### config.mk
export PLATFORM = sky130hd
export DESIGN_NAME = id_stage_top
export DESIGN_NICKNAME = d
export VERILOG_FILES = /design/src/source/id_pkg.sv /design/src/source/id_exe_reg.sv /design/src/source/id_inst_decoder.sv /design/src/source/id_jalr_redirect.sv /design/src/source/id_operand_sel.sv /design/src/source/id_stage_top.sv
export VERILOG_INCLUDE_DIRS = /design/src /design/src/source
export SDC_FILE = /design/constraint.sdc
export NUM_CORES = 1
export LEC_CHECK = 0
export ABC_AREA = 1
export BUFFER_PORTS_ARGS = -buffer_cell sky130_fd_sc_hd__buf_4
export CORE_AREA = 2 2 258 260
export CTS_CLUSTER_SIZE = 10
export DETAILED_ROUTE_END_ITERATION = 7
export DIE_AREA = 0 0 260 262
export PLACE_DENSITY = 0.56
export SLEW_MARGIN = 20
export SYNTH_ARGS = -nofsm -noshare
export SYNTH_HDL_FRONTEND = slang
export SYNTH_SLANG_ARGS = --single-unit
### constraint.sdc
create_clock -name clk -period 4.1 [get_ports clk]
set_clock_uncertainty 0.2 [all_clocks]
set_input_delay 0.82 -clock clk [delete_from_list [all_inputs] [get_ports clk]]
set_output_delay 0.82 -clock clk [all_outputs]
set_load 0.005 [all_outputs]
### src/source/id_defines.svh
`ifndef ID_DEFINES_SVH
`define ID_DEFINES_SVH

// datapath widths
`define ID_XLEN        64
`define ID_INST_W      32
`define ID_REG_ADDR_W  5
`define ID_IMM12_W     12
`define ID_UIMM_W      20

// major opcodes, instruction bits 6 to 2
`define ID_OPC_LUI     5'b01101
`define ID_OPC_AUIPC   5'b00101
`define ID_OPC_JAL     5'b11011
`define ID_OPC_JALR    5'b11001
`define ID_OPC_BRANCH  5'b11000
`define ID_OPC_LOAD    5'b00000
`define ID_OPC_STORE   5'b01000
`define ID_OPC_REGIMM  5'b00100
`define ID_OPC_REGREG  5'b01100

`endif

### src/source/id_pkg.sv
`default_nettype none

`include "id_defines.svh"

package id_pkg;

  typedef logic [`ID_XLEN-1:0]       xlen_t;
  typedef logic [`ID_XLEN-1:0]       pc_t;
  typedef logic [`ID_INST_W-1:0]     inst_t;
  typedef logic [`ID_REG_ADDR_W-1:0] reg_addr_t;

  // memory size for load/store, compare kind for branch
  typedef logic [2:0]                funct3_t;

  typedef logic [`ID_IMM12_W-1:0]    imm12_t;

  typedef enum logic [3:0] {
    CLS_NONE   = 4'd0,
    CLS_LUI    = 4'd1,
    CLS_AUIPC  = 4'd2,
    CLS_JAL    = 4'd3,
    CLS_JALR   = 4'd4,
    CLS_BRANCH = 4'd5,
    CLS_LOAD   = 4'd6,
    CLS_STORE  = 4'd7,
    CLS_REGIMM = 4'd8,
    CLS_REGREG = 4'd9
  } inst_class_e;

  typedef enum logic [3:0] {
    ALU_NONE = 4'd0,
    ALU_ADD  = 4'd1,
    ALU_SUB  = 4'd2,
    ALU_SLL  = 4'd3,
    ALU_SLT  = 4'd4,
    ALU_SLTU = 4'd5,
    ALU_XOR  = 4'd6,
    ALU_SRL  = 4'd7,
    ALU_SRA  = 4'd8,
    ALU_OR   = 4'd9,
    ALU_AND  = 4'd10
  } alu_op_e;

endpackage

`default_nettype wire

### src/source/id_exe_reg.sv
`timescale 1ns/1ps
`default_nettype none

module id_exe_reg (
  input  logic                clk,
  input  logic                arst_n_i,
  input  logic                stall_i,
  input  logic                valid_i,
  input  id_pkg::inst_class_e class_i,
  input  id_pkg::alu_op_e     alu_op_i,
  input  id_pkg::funct3_t     funct3_i,
  input  id_pkg::xlen_t       op1_i,
  input  id_pkg::xlen_t       op2_i,
  input  logic                rd_w_ena_i,
  input  id_pkg::reg_addr_t   rd_w_addr_i,
  input  id_pkg::imm12_t      mem_offset_i,
  input  id_pkg::pc_t         pc_i,
  input  logic                redirect_i,
  input  id_pkg::pc_t         redirect_pc_i,
  output logic                valid_o,
  output id_pkg::inst_class_e class_o,
  output id_pkg::alu_op_e     alu_op_o,
  output id_pkg::funct3_t     funct3_o,
  output id_pkg::xlen_t       op1_o,
  output id_pkg::xlen_t       op2_o,
  output logic                rd_w_ena_o,
  output id_pkg::reg_addr_t   rd_w_addr_o,
  output id_pkg::imm12_t      mem_offset_o,
  output id_pkg::pc_t         pc_o,
  output logic                redirect_o,
  output id_pkg::pc_t         redirect_pc_o
);

  always_ff @(posedge clk or negedge arst_n_i) begin
    if (!arst_n_i) begin
      valid_o       <= 1'b0;
      class_o       <= id_pkg::CLS_NONE;
      alu_op_o      <= id_pkg::ALU_NONE;
      funct3_o      <= '0;
      op1_o         <= '0;
      op2_o         <= '0;
      rd_w_ena_o    <= 1'b0;
      rd_w_addr_o   <= '0;
      mem_offset_o  <= '0;
      pc_o          <= '0;
      redirect_o    <= 1'b0;
      redirect_pc_o <= '0;
    end else if (!stall_i) begin
      // held while execute is stalled
      valid_o       <= valid_i;
      class_o       <= class_i;
      alu_op_o      <= alu_op_i;
      funct3_o      <= funct3_i;
      op1_o         <= op1_i;
      op2_o         <= op2_i;
      rd_w_ena_o    <= rd_w_ena_i;
      rd_w_addr_o   <= rd_w_addr_i;
      mem_offset_o  <= mem_offset_i;
      pc_o          <= pc_i;
      redirect_o    <= redirect_i;
      redirect_pc_o <= redirect_pc_i;
    end
  end

endmodule

`default_nettype wire

### src/source/id_inst_decoder.sv
`timescale 1ns/1ps
`default_nettype none

`include "id_defines.svh"

module id_inst_decoder (
  input  logic                inst_valid_i,
  input  id_pkg::inst_t       inst_i,
  output id_pkg::inst_class_e class_o,
  output id_pkg::alu_op_e     alu_op_o,
  output id_pkg::funct3_t     funct3_o,
  output logic                rs1_rd_o,
  output logic                rs2_rd_o,
  output id_pkg::reg_addr_t   rs1_addr_o,
  output id_pkg::reg_addr_t   rs2_addr_o,
  output logic                rd_w_ena_o,
  output id_pkg::reg_addr_t   rd_w_addr_o,
  output id_pkg::xlen_t       i_imm_o,
  output id_pkg::xlen_t       u_imm_o,
  output id_pkg::imm12_t      mem_offset_o
);

  logic [4:0]            opc;
  id_pkg::reg_addr_t     rd;
  id_pkg::reg_addr_t     rs1;
  id_pkg::reg_addr_t     rs2;
  id_pkg::funct3_t       funct3;
  logic [6:0]            funct7;
  id_pkg::imm12_t        i_imm;
  id_pkg::imm12_t        s_imm;
  logic [`ID_UIMM_W-1:0] u_field;
  logic                  sub_sel;

  assign opc     = inst_i[6:2];
  assign rd      = inst_i[11:7];
  assign funct3  = inst_i[14:12];
  assign rs1     = inst_i[19:15];
  assign rs2     = inst_i[24:20];
  assign funct7  = inst_i[31:25];
  assign i_imm   = inst_i[31:20];
  assign s_imm   = {inst_i[31:25], inst_i[11:7]};
  assign u_field = inst_i[31:12];

  // only 32-bit encodings, low bits 11
  always_comb begin
    class_o = id_pkg::CLS_NONE;
    if (inst_valid_i && (inst_i[1:0] == 2'b11)) begin
      case (opc)
        `ID_OPC_LUI:    class_o = id_pkg::CLS_LUI;
        `ID_OPC_AUIPC:  class_o = id_pkg::CLS_AUIPC;
        `ID_OPC_JAL:    class_o = id_pkg::CLS_JAL;
        `ID_OPC_JALR:   class_o = id_pkg::CLS_JALR;
        `ID_OPC_BRANCH: class_o = id_pkg::CLS_BRANCH;
        `ID_OPC_LOAD:   class_o = id_pkg::CLS_LOAD;
        `ID_OPC_STORE:  class_o = id_pkg::CLS_STORE;
        `ID_OPC_REGIMM: class_o = id_pkg::CLS_REGIMM;
        `ID_OPC_REGREG: class_o = id_pkg::CLS_REGREG;
        default:        class_o = id_pkg::CLS_NONE;
      endcase
    end
  end

  // addi has no sub form
  assign sub_sel = (class_o == id_pkg::CLS_REGREG) && funct7[5];

  // funct7[5] is instruction bit 30, the shift-arith select for both formats
  always_comb begin
    alu_op_o = id_pkg::ALU_NONE;
    case (class_o)
      id_pkg::CLS_REGREG, id_pkg::CLS_REGIMM: begin
        case (funct3)
          3'b000:  alu_op_o = sub_sel ? id_pkg::ALU_SUB : id_pkg::ALU_ADD;
          3'b001:  alu_op_o = id_pkg::ALU_SLL;
          3'b010:  alu_op_o = id_pkg::ALU_SLT;
          3'b011:  alu_op_o = id_pkg::ALU_SLTU;
          3'b100:  alu_op_o = id_pkg::ALU_XOR;
          3'b101:  alu_op_o = funct7[5] ? id_pkg::ALU_SRA : id_pkg::ALU_SRL;
          3'b110:  alu_op_o = id_pkg::ALU_OR;
          default: alu_op_o = id_pkg::ALU_AND;
        endcase
      end
      id_pkg::CLS_LOAD, id_pkg::CLS_STORE, id_pkg::CLS_AUIPC,
      id_pkg::CLS_JAL, id_pkg::CLS_JALR: alu_op_o = id_pkg::ALU_ADD;
      default: alu_op_o = id_pkg::ALU_NONE;
    endcase
  end

  assign funct3_o = funct3;

  assign rs1_rd_o = (class_o == id_pkg::CLS_JALR)   || (class_o == id_pkg::CLS_BRANCH) ||
                    (class_o == id_pkg::CLS_LOAD)   || (class_o == id_pkg::CLS_STORE)  ||
                    (class_o == id_pkg::CLS_REGIMM) || (class_o == id_pkg::CLS_REGREG);
  assign rs2_rd_o = (class_o == id_pkg::CLS_BRANCH) || (class_o == id_pkg::CLS_STORE) ||
                    (class_o == id_pkg::CLS_REGREG);

  assign rs1_addr_o = rs1_rd_o ? rs1 : '0;
  assign rs2_addr_o = rs2_rd_o ? rs2 : '0;

  assign rd_w_ena_o = (rd != '0) &&
                      ((class_o == id_pkg::CLS_REGREG) || (class_o == id_pkg::CLS_REGIMM) ||
                       (class_o == id_pkg::CLS_LOAD)   || (class_o == id_pkg::CLS_LUI)    ||
                       (class_o == id_pkg::CLS_AUIPC)  || (class_o == id_pkg::CLS_JAL)    ||
                       (class_o == id_pkg::CLS_JALR));
  assign rd_w_addr_o = rd_w_ena_o ? rd : '0;

  assign i_imm_o = {{(`ID_XLEN-`ID_IMM12_W){i_imm[`ID_IMM12_W-1]}}, i_imm};
  // upper field left unshifted, execute does the shift
  assign u_imm_o = {{(`ID_XLEN-`ID_UIMM_W){u_field[`ID_UIMM_W-1]}}, u_field};

  assign mem_offset_o = (class_o == id_pkg::CLS_LOAD)  ? i_imm :
                        (class_o == id_pkg::CLS_STORE) ? s_imm : '0;

endmodule

`default_nettype wire

### src/source/id_jalr_redirect.sv
`timescale 1ns/1ps
`default_nettype none

`include "id_defines.svh"

module id_jalr_redirect (
  input  id_pkg::inst_class_e class_i,
  input  id_pkg::reg_addr_t   rs1_addr_i,
  input  id_pkg::xlen_t       op1_i,
  input  id_pkg::xlen_t       i_imm_i,
  input  logic                ex_rd_ena_i,
  input  id_pkg::reg_addr_t   ex_rd_addr_i,
  input  logic                mem_rd_ena_i,
  input  id_pkg::reg_addr_t   mem_rd_addr_i,
  input  logic                wb_rd_ena_i,
  input  id_pkg::reg_addr_t   wb_rd_addr_i,
  output logic                redirect_o,
  output id_pkg::pc_t         redirect_pc_o
);

  logic          is_jalr;
  logic          base_busy;
  id_pkg::xlen_t target;

  assign is_jalr = (class_i == id_pkg::CLS_JALR);

  // base register still being produced further down the pipe
  assign base_busy = (ex_rd_ena_i  && (ex_rd_addr_i  == rs1_addr_i)) ||
                     (mem_rd_ena_i && (mem_rd_addr_i == rs1_addr_i)) ||
                     (wb_rd_ena_i  && (wb_rd_addr_i  == rs1_addr_i));

  assign target        = op1_i + i_imm_i;
  assign redirect_o    = is_jalr && base_busy;
  assign redirect_pc_o = is_jalr ? {target[`ID_XLEN-1:1], 1'b0} : '0;

endmodule

`default_nettype wire

### src/source/id_operand_sel.sv
`timescale 1ns/1ps
`default_nettype none

module id_operand_sel (
  input  id_pkg::inst_class_e class_i,
  input  logic                rs1_rd_i,
  input  logic                rs2_rd_i,
  input  id_pkg::reg_addr_t   rs1_addr_i,
  input  id_pkg::reg_addr_t   rs2_addr_i,
  input  id_pkg::xlen_t       rs1_data_i,
  input  id_pkg::xlen_t       rs2_data_i,
  input  logic                ex_rd_ena_i,
  input  id_pkg::reg_addr_t   ex_rd_addr_i,
  input  id_pkg::xlen_t       ex_rd_data_i,
  input  logic                mem_rd_ena_i,
  input  id_pkg::reg_addr_t   mem_rd_addr_i,
  input  id_pkg::xlen_t       mem_rd_data_i,
  input  id_pkg::pc_t         pc_i,
  input  id_pkg::xlen_t       i_imm_i,
  input  id_pkg::xlen_t       u_imm_i,
  output id_pkg::xlen_t       op1_o,
  output id_pkg::xlen_t       op2_o
);

  // execute result is newer than memory, so it wins
  function automatic id_pkg::xlen_t fwd_sel(input id_pkg::reg_addr_t addr,
                                            input id_pkg::xlen_t     rf_data);
    id_pkg::xlen_t res;
    if (ex_rd_ena_i && (ex_rd_addr_i == addr)) begin
      res = ex_rd_data_i;
    end else if (mem_rd_ena_i && (mem_rd_addr_i == addr)) begin
      res = mem_rd_data_i;
    end else begin
      res = rf_data;
    end
    return res;
  endfunction

  always_comb begin
    if (rs1_rd_i) begin
      op1_o = fwd_sel(rs1_addr_i, rs1_data_i);
    end else if ((class_i == id_pkg::CLS_AUIPC) || (class_i == id_pkg::CLS_JAL)) begin
      op1_o = pc_i;
    end else begin
      op1_o = '0;
    end
  end

  always_comb begin
    if (rs2_rd_i) begin
      op2_o = fwd_sel(rs2_addr_i, rs2_data_i);
    end else if (class_i == id_pkg::CLS_REGIMM) begin
      op2_o = i_imm_i;
    end else if ((class_i == id_pkg::CLS_LUI) || (class_i == id_pkg::CLS_AUIPC)) begin
      op2_o = u_imm_i;
    end else if ((class_i == id_pkg::CLS_JAL) || (class_i == id_pkg::CLS_JALR)) begin
      // link address is formed in execute from pc
      op2_o = pc_i;
    end else begin
      op2_o = '0;
    end
  end

endmodule

`default_nettype wire

### src/source/id_stage_top.sv
`timescale 1ns/1ps
`default_nettype none

module id_stage_top (
  input  logic                clk,
  input  logic                arst_n_i,
  input  logic                inst_valid_i,
  input  id_pkg::inst_t       inst_i,
  input  id_pkg::pc_t         pc_i,
  input  id_pkg::xlen_t       rs1_data_i,
  input  id_pkg::xlen_t       rs2_data_i,
  output id_pkg::reg_addr_t   rs1_addr_o,
  output id_pkg::reg_addr_t   rs2_addr_o,
  input  logic                ex_rd_ena_i,
  input  id_pkg::reg_addr_t   ex_rd_addr_i,
  input  id_pkg::xlen_t       ex_rd_data_i,
  input  logic                mem_rd_ena_i,
  input  id_pkg::reg_addr_t   mem_rd_addr_i,
  input  id_pkg::xlen_t       mem_rd_data_i,
  input  logic                wb_rd_ena_i,
  input  id_pkg::reg_addr_t   wb_rd_addr_i,
  input  logic                stall_i,
  output logic                valid_o,
  output id_pkg::inst_class_e class_o,
  output id_pkg::alu_op_e     alu_op_o,
  output id_pkg::funct3_t     funct3_o,
  output id_pkg::xlen_t       op1_o,
  output id_pkg::xlen_t       op2_o,
  output logic                rd_w_ena_o,
  output id_pkg::reg_addr_t   rd_w_addr_o,
  output id_pkg::imm12_t      mem_offset_o,
  output id_pkg::pc_t         pc_o,
  output logic                redirect_o,
  output id_pkg::pc_t         redirect_pc_o
);

  id_pkg::inst_class_e dec_class;
  id_pkg::alu_op_e     dec_alu_op;
  id_pkg::funct3_t     dec_funct3;
  logic                dec_rs1_rd;
  logic                dec_rs2_rd;
  logic                dec_rd_w_ena;
  id_pkg::reg_addr_t   dec_rd_w_addr;
  id_pkg::xlen_t       dec_i_imm;
  id_pkg::xlen_t       dec_u_imm;
  id_pkg::imm12_t      dec_mem_offset;
  id_pkg::xlen_t       sel_op1;
  id_pkg::xlen_t       sel_op2;
  logic                jr_redirect;
  id_pkg::pc_t         jr_redirect_pc;

  id_inst_decoder u_dec (
    .inst_valid_i (inst_valid_i),
    .inst_i       (inst_i),
    .class_o      (dec_class),
    .alu_op_o     (dec_alu_op),
    .funct3_o     (dec_funct3),
    .rs1_rd_o     (dec_rs1_rd),
    .rs2_rd_o     (dec_rs2_rd),
    .rs1_addr_o   (rs1_addr_o),
    .rs2_addr_o   (rs2_addr_o),
    .rd_w_ena_o   (dec_rd_w_ena),
    .rd_w_addr_o  (dec_rd_w_addr),
    .i_imm_o      (dec_i_imm),
    .u_imm_o      (dec_u_imm),
    .mem_offset_o (dec_mem_offset)
  );

  id_operand_sel u_opsel (
    .class_i       (dec_class),
    .rs1_rd_i      (dec_rs1_rd),
    .rs2_rd_i      (dec_rs2_rd),
    .rs1_addr_i    (rs1_addr_o),
    .rs2_addr_i    (rs2_addr_o),
    .rs1_data_i    (rs1_data_i),
    .rs2_data_i    (rs2_data_i),
    .ex_rd_ena_i   (ex_rd_ena_i),
    .ex_rd_addr_i  (ex_rd_addr_i),
    .ex_rd_data_i  (ex_rd_data_i),
    .mem_rd_ena_i  (mem_rd_ena_i),
    .mem_rd_addr_i (mem_rd_addr_i),
    .mem_rd_data_i (mem_rd_data_i),
    .pc_i          (pc_i),
    .i_imm_i       (dec_i_imm),
    .u_imm_i       (dec_u_imm),
    .op1_o         (sel_op1),
    .op2_o         (sel_op2)
  );

  id_jalr_redirect u_jalr (
    .class_i       (dec_class),
    .rs1_addr_i    (rs1_addr_o),
    .op1_i         (sel_op1),
    .i_imm_i       (dec_i_imm),
    .ex_rd_ena_i   (ex_rd_ena_i),
    .ex_rd_addr_i  (ex_rd_addr_i),
    .mem_rd_ena_i  (mem_rd_ena_i),
    .mem_rd_addr_i (mem_rd_addr_i),
    .wb_rd_ena_i   (wb_rd_ena_i),
    .wb_rd_addr_i  (wb_rd_addr_i),
    .redirect_o    (jr_redirect),
    .redirect_pc_o (jr_redirect_pc)
  );

  id_exe_reg u_exe_reg (
    .clk           (clk),
    .arst_n_i      (arst_n_i),
    .stall_i       (stall_i),
    .valid_i       (inst_valid_i),
    .class_i       (dec_class),
    .alu_op_i      (dec_alu_op),
    .funct3_i      (dec_funct3),
    .op1_i         (sel_op1),
    .op2_i         (sel_op2),
    .rd_w_ena_i    (dec_rd_w_ena),
    .rd_w_addr_i   (dec_rd_w_addr),
    .mem_offset_i  (dec_mem_offset),
    .pc_i          (pc_i),
    .redirect_i    (jr_redirect),
    .redirect_pc_i (jr_redirect_pc),
    .valid_o       (valid_o),
    .class_o       (class_o),
    .alu_op_o      (alu_op_o),
    .funct3_o      (funct3_o),
    .op1_o         (op1_o),
    .op2_o         (op2_o),
    .rd_w_ena_o    (rd_w_ena_o),
    .rd_w_addr_o   (rd_w_addr_o),
    .mem_offset_o  (mem_offset_o),
    .pc_o          (pc_o),
    .redirect_o    (redirect_o),
    .redirect_pc_o (redirect_pc_o)
  );

endmodule

`default_nettype wire

==> metrics.yaml <==
sta:
  worstMarginPinSlew_ps: 859
  hold_viol: 0
  relSlewSlack_pct: 42.0
  holdWs_ps: 51.3
  fin_ws_ps: -679
  max_freq_mhz: 209
  fin_crit_sh_pct: 117
  rsz0062_at_grt: "true"
  slew_viol_final: 0
  finalSetupTns_ps: -23450
  period_needed_ps: 4780
  setup_violations: 54
clock_network:
  cts_tree: "yes"
  clk_path_buf_depth: 3
  numCtsBuffers: 40
  hold_buffers: 0
  clk_latency_ps: 560
  cts_htree_levels: 2
  clkSlewWorstSetupHoldPaths_ps: 60
  clkSinkCount: 286
  cts_root_buf: "clkbuf_16"
global_routing:
  grtUsageTotal_pct: 31.7
  grt_overflow: 0
  grt_pass1_vias: 24300
  grt_start_max_net_pins: 165
  antenna_found_initial: 8
  grt_pass1_wl_mm: 160
synth:
  synth_ff_type: "dfrtp_1"
  synth_most_common_cell: "nand2_1"
  avgSynthCellArea_um2: 6.90
  ys_warn_count: 0
  ys_top_cells_by_area: "dfrtp_1 36%, nand2_1 16%, o21ai_0 7.6%"
  synth_top_area_share_pct: 36.3
  syn_inst: 2857
  synth.cells.most_frequent: "854 x nand2_1, 298 x o21ai_0, 286 x dfrtp_1, 275 x inv_1, 209 x a21oi_1"
  ys_seq_area_share_pct: 36.3
  yosysTopAreaCell: "dfrtp_1"
  synth_area_um2: 19700
  ys_types: 60
  async_flop_share_pct: 100
  synth_nets: 3311
  synth-edff-count: 0
  yosys_register_bits: 286
route:
  vias: 26000
  wl_per_cell_um: 23.6
  dr.pass1.iters: 8
  drt_wl_total_mm: 117
  avgViaCountPerCell: 5.26
  drt-initial-drc-count: 2509
  drc: 0
  antenna_left: 0
power:
  p_leak_nw: 18.3
  ir_drop_v: 0.000256
  switching_power_mw: 2.75
  switching_share_pct: 30.8
  p_seq_share_pct: 34.1
  power_frac_clock_pct: 40.5
  power_density_nw_per_um2: 253
  p_int_mw: 6.19
  combPwrFrac_pct: 25.5
critical_path:
  r2r-start: "u_exe_reg.redirect_pc_o[56]"
  startpoint: "inst_i[3]"
  crit_fanout: 8
  crit_slowest_cell: "ha_4"
  cp-end-kind: "flop"
  slowest_delay_ps: 270
  cp.required_ps: 4350
  critical_path_arrival_ps: 5030
  start_kind: "input port"
  critPathKind: "input port to flop"
finish:
  nets: 4495
  drive_above_1_share_pct: 47.1
  fin_util_pct: 54.1
  finalNonFillerCells: 4935
  nFillCells: 6110
  syn_to_final_growth_pct: 79.3
placement:
  gp_congestion: 0.990
  io_buffers: 669
  post-place-ws_ps: -1760
  hpwl_mm: 88.0
  dp.cells: 4758
floorplanning:
  die-area_um2: 68100
  io_pins: 671
  rows: 94
  coreArea_um2: 65300
  die_h_um: 262
  initial_core_util_pct: 30.2
  die_w_um: 260
outcome:
  status: "complete, but fails checks"
  violations: "negative setup slack"
flow_run:
  drv_cap: 0
min_path:
  hold_class: "input port to async pin"
[power by group through the flow]
stage / clock network [mW] / registers (mW) / logic [mW]
CTS: 3.66 / 3.04 / 2.03
floorplan: 0 / 3.09 / 0.631
global placement: 0 / 3.09 / 1.88
finish: 3.62 / 3.04 / 2.27
global route: 3.77 / 3.05 / 2.41
detailed placement: 0 / 3.09 / 1.87
[registers in the layout (all words and copies together) (netlist names)]
name,count
u_exe_reg.redirect_o,1
u_exe_reg.funct3_o,3
u_exe_reg.op1_o,64
u_exe_reg.valid_o,1
u_exe_reg.mem_offset_o,12
u_exe_reg.redirect_pc_o,63
u_exe_reg.rd_w_ena_o,1
u_exe_reg.rd_w_addr_o,5
u_exe_reg.op2_o,64
u_exe_reg.alu_op_o,4
u_exe_reg.pc_o,64
u_exe_reg.class_o,4
[timing repair]
action                                  CTS  global route
pin swaps                                93           143
resized for setup                       338           481
cloned                                    6             8
endpoints found under the setup margin   58            58
setup buffers                            58            48
[stage by stage]
| step | cell area [um^2] | power (mW) |
|---|---|---|
| floorplan | 20000 | 3.72 |
| global placement | 29700 | 4.96 |
| detailed placement | 29700 | 4.96 |
| CTS | 32900 | 8.73 |
| global route | 35300 | 9.24 |
| finish | 35300 | 8.94 |
[worst max-delay path: cells and delay by family]
family	cells	cell delay, ps
AO/OA/AOI/OAI	9	1080
buffers and inverters	8	1050
AND/OR/NAND/NOR	17	1620
adder cells (fa/ha/maj)	2	430
[logic make-up (layout without fill, tap and decap cells)]
| group | Yosys count | count (layout) | share of synthesized area [%] |
|---|---|---|---|
| AO/OA/AOI/OAI | 775 | 775 | 21.9 |
| XOR/XNOR | 21 | 21 | 0.934 |
| adder cells (fa/ha/maj) | 80 | 80 | 5.12 |
| buffers and inverters | 431 | 1637 | 8.65 |
| flip-flops | 286 | 286 | 36.3 |
| multiplexers | 39 | 39 | 1.98 |
| other | 1 | 7 | 0.0190 |
| AND/OR/NAND/NOR | 1224 | 1226 | 25.1 |
[area by class of cell]
cell class                      count  area, um^2  area share [%]
Sequential cell                   286        7160            20.3
Tap cell                          864        1080            3.06
Timing Repair Buffer             1282       10600            30.1
Clock inverter                      9         131           0.372
Inverter                          289        1120            3.18
Antenna cell                        6        15.0          0.0425
Multi-Input combinational cell   2142       14000            39.7
Clock buffer                       57        1180            3.33
[layer usage]
metal	up-vias	part of all wire [%]	global-route usage, %
met5	-	0.023	0
met4	4	5.0	13.0
met3	299	8.5	6.35
met2	1267	45	49.8
met1	12500	41	42.5
li1	11900	-	-
[path summary, 6_finish.rpt]
check	to	slack, ps	depth (start not counted)
worst max-delay path	u_exe_reg.redirect_pc_o[60]	-680	36
worst min-delay path	u_exe_reg.redirect_pc_o[5]	50	1
worst max register to register	u_exe_reg.redirect_pc_o[56]	3090	2
worst min register to register	u_exe_reg.redirect_pc_o[45]	280	2
max in group asynchronous	u_exe_reg.pc_o[52]	2750	2
min in group clk	u_exe_reg.redirect_pc_o[45]	280	2
[placed cells by master (no fill, tap or decap), types with 77 or more instances in the layout]
cell | netlist | layout
buf_4 | 5 | 1151
nand2_1 | 854 | 758
dfrtp_1 | 286 | 286
inv_1 | 275 | 231
o21ai_0 | 298 | 180
o21ai_1 | 75 | 137
a21oi_1 | 209 | 122
nand3_1 | 148 | 110
nor2_1 | 172 | 91
buf_6 | 5 | 77
Note: power is estimated with default switching activity, not from simulation.
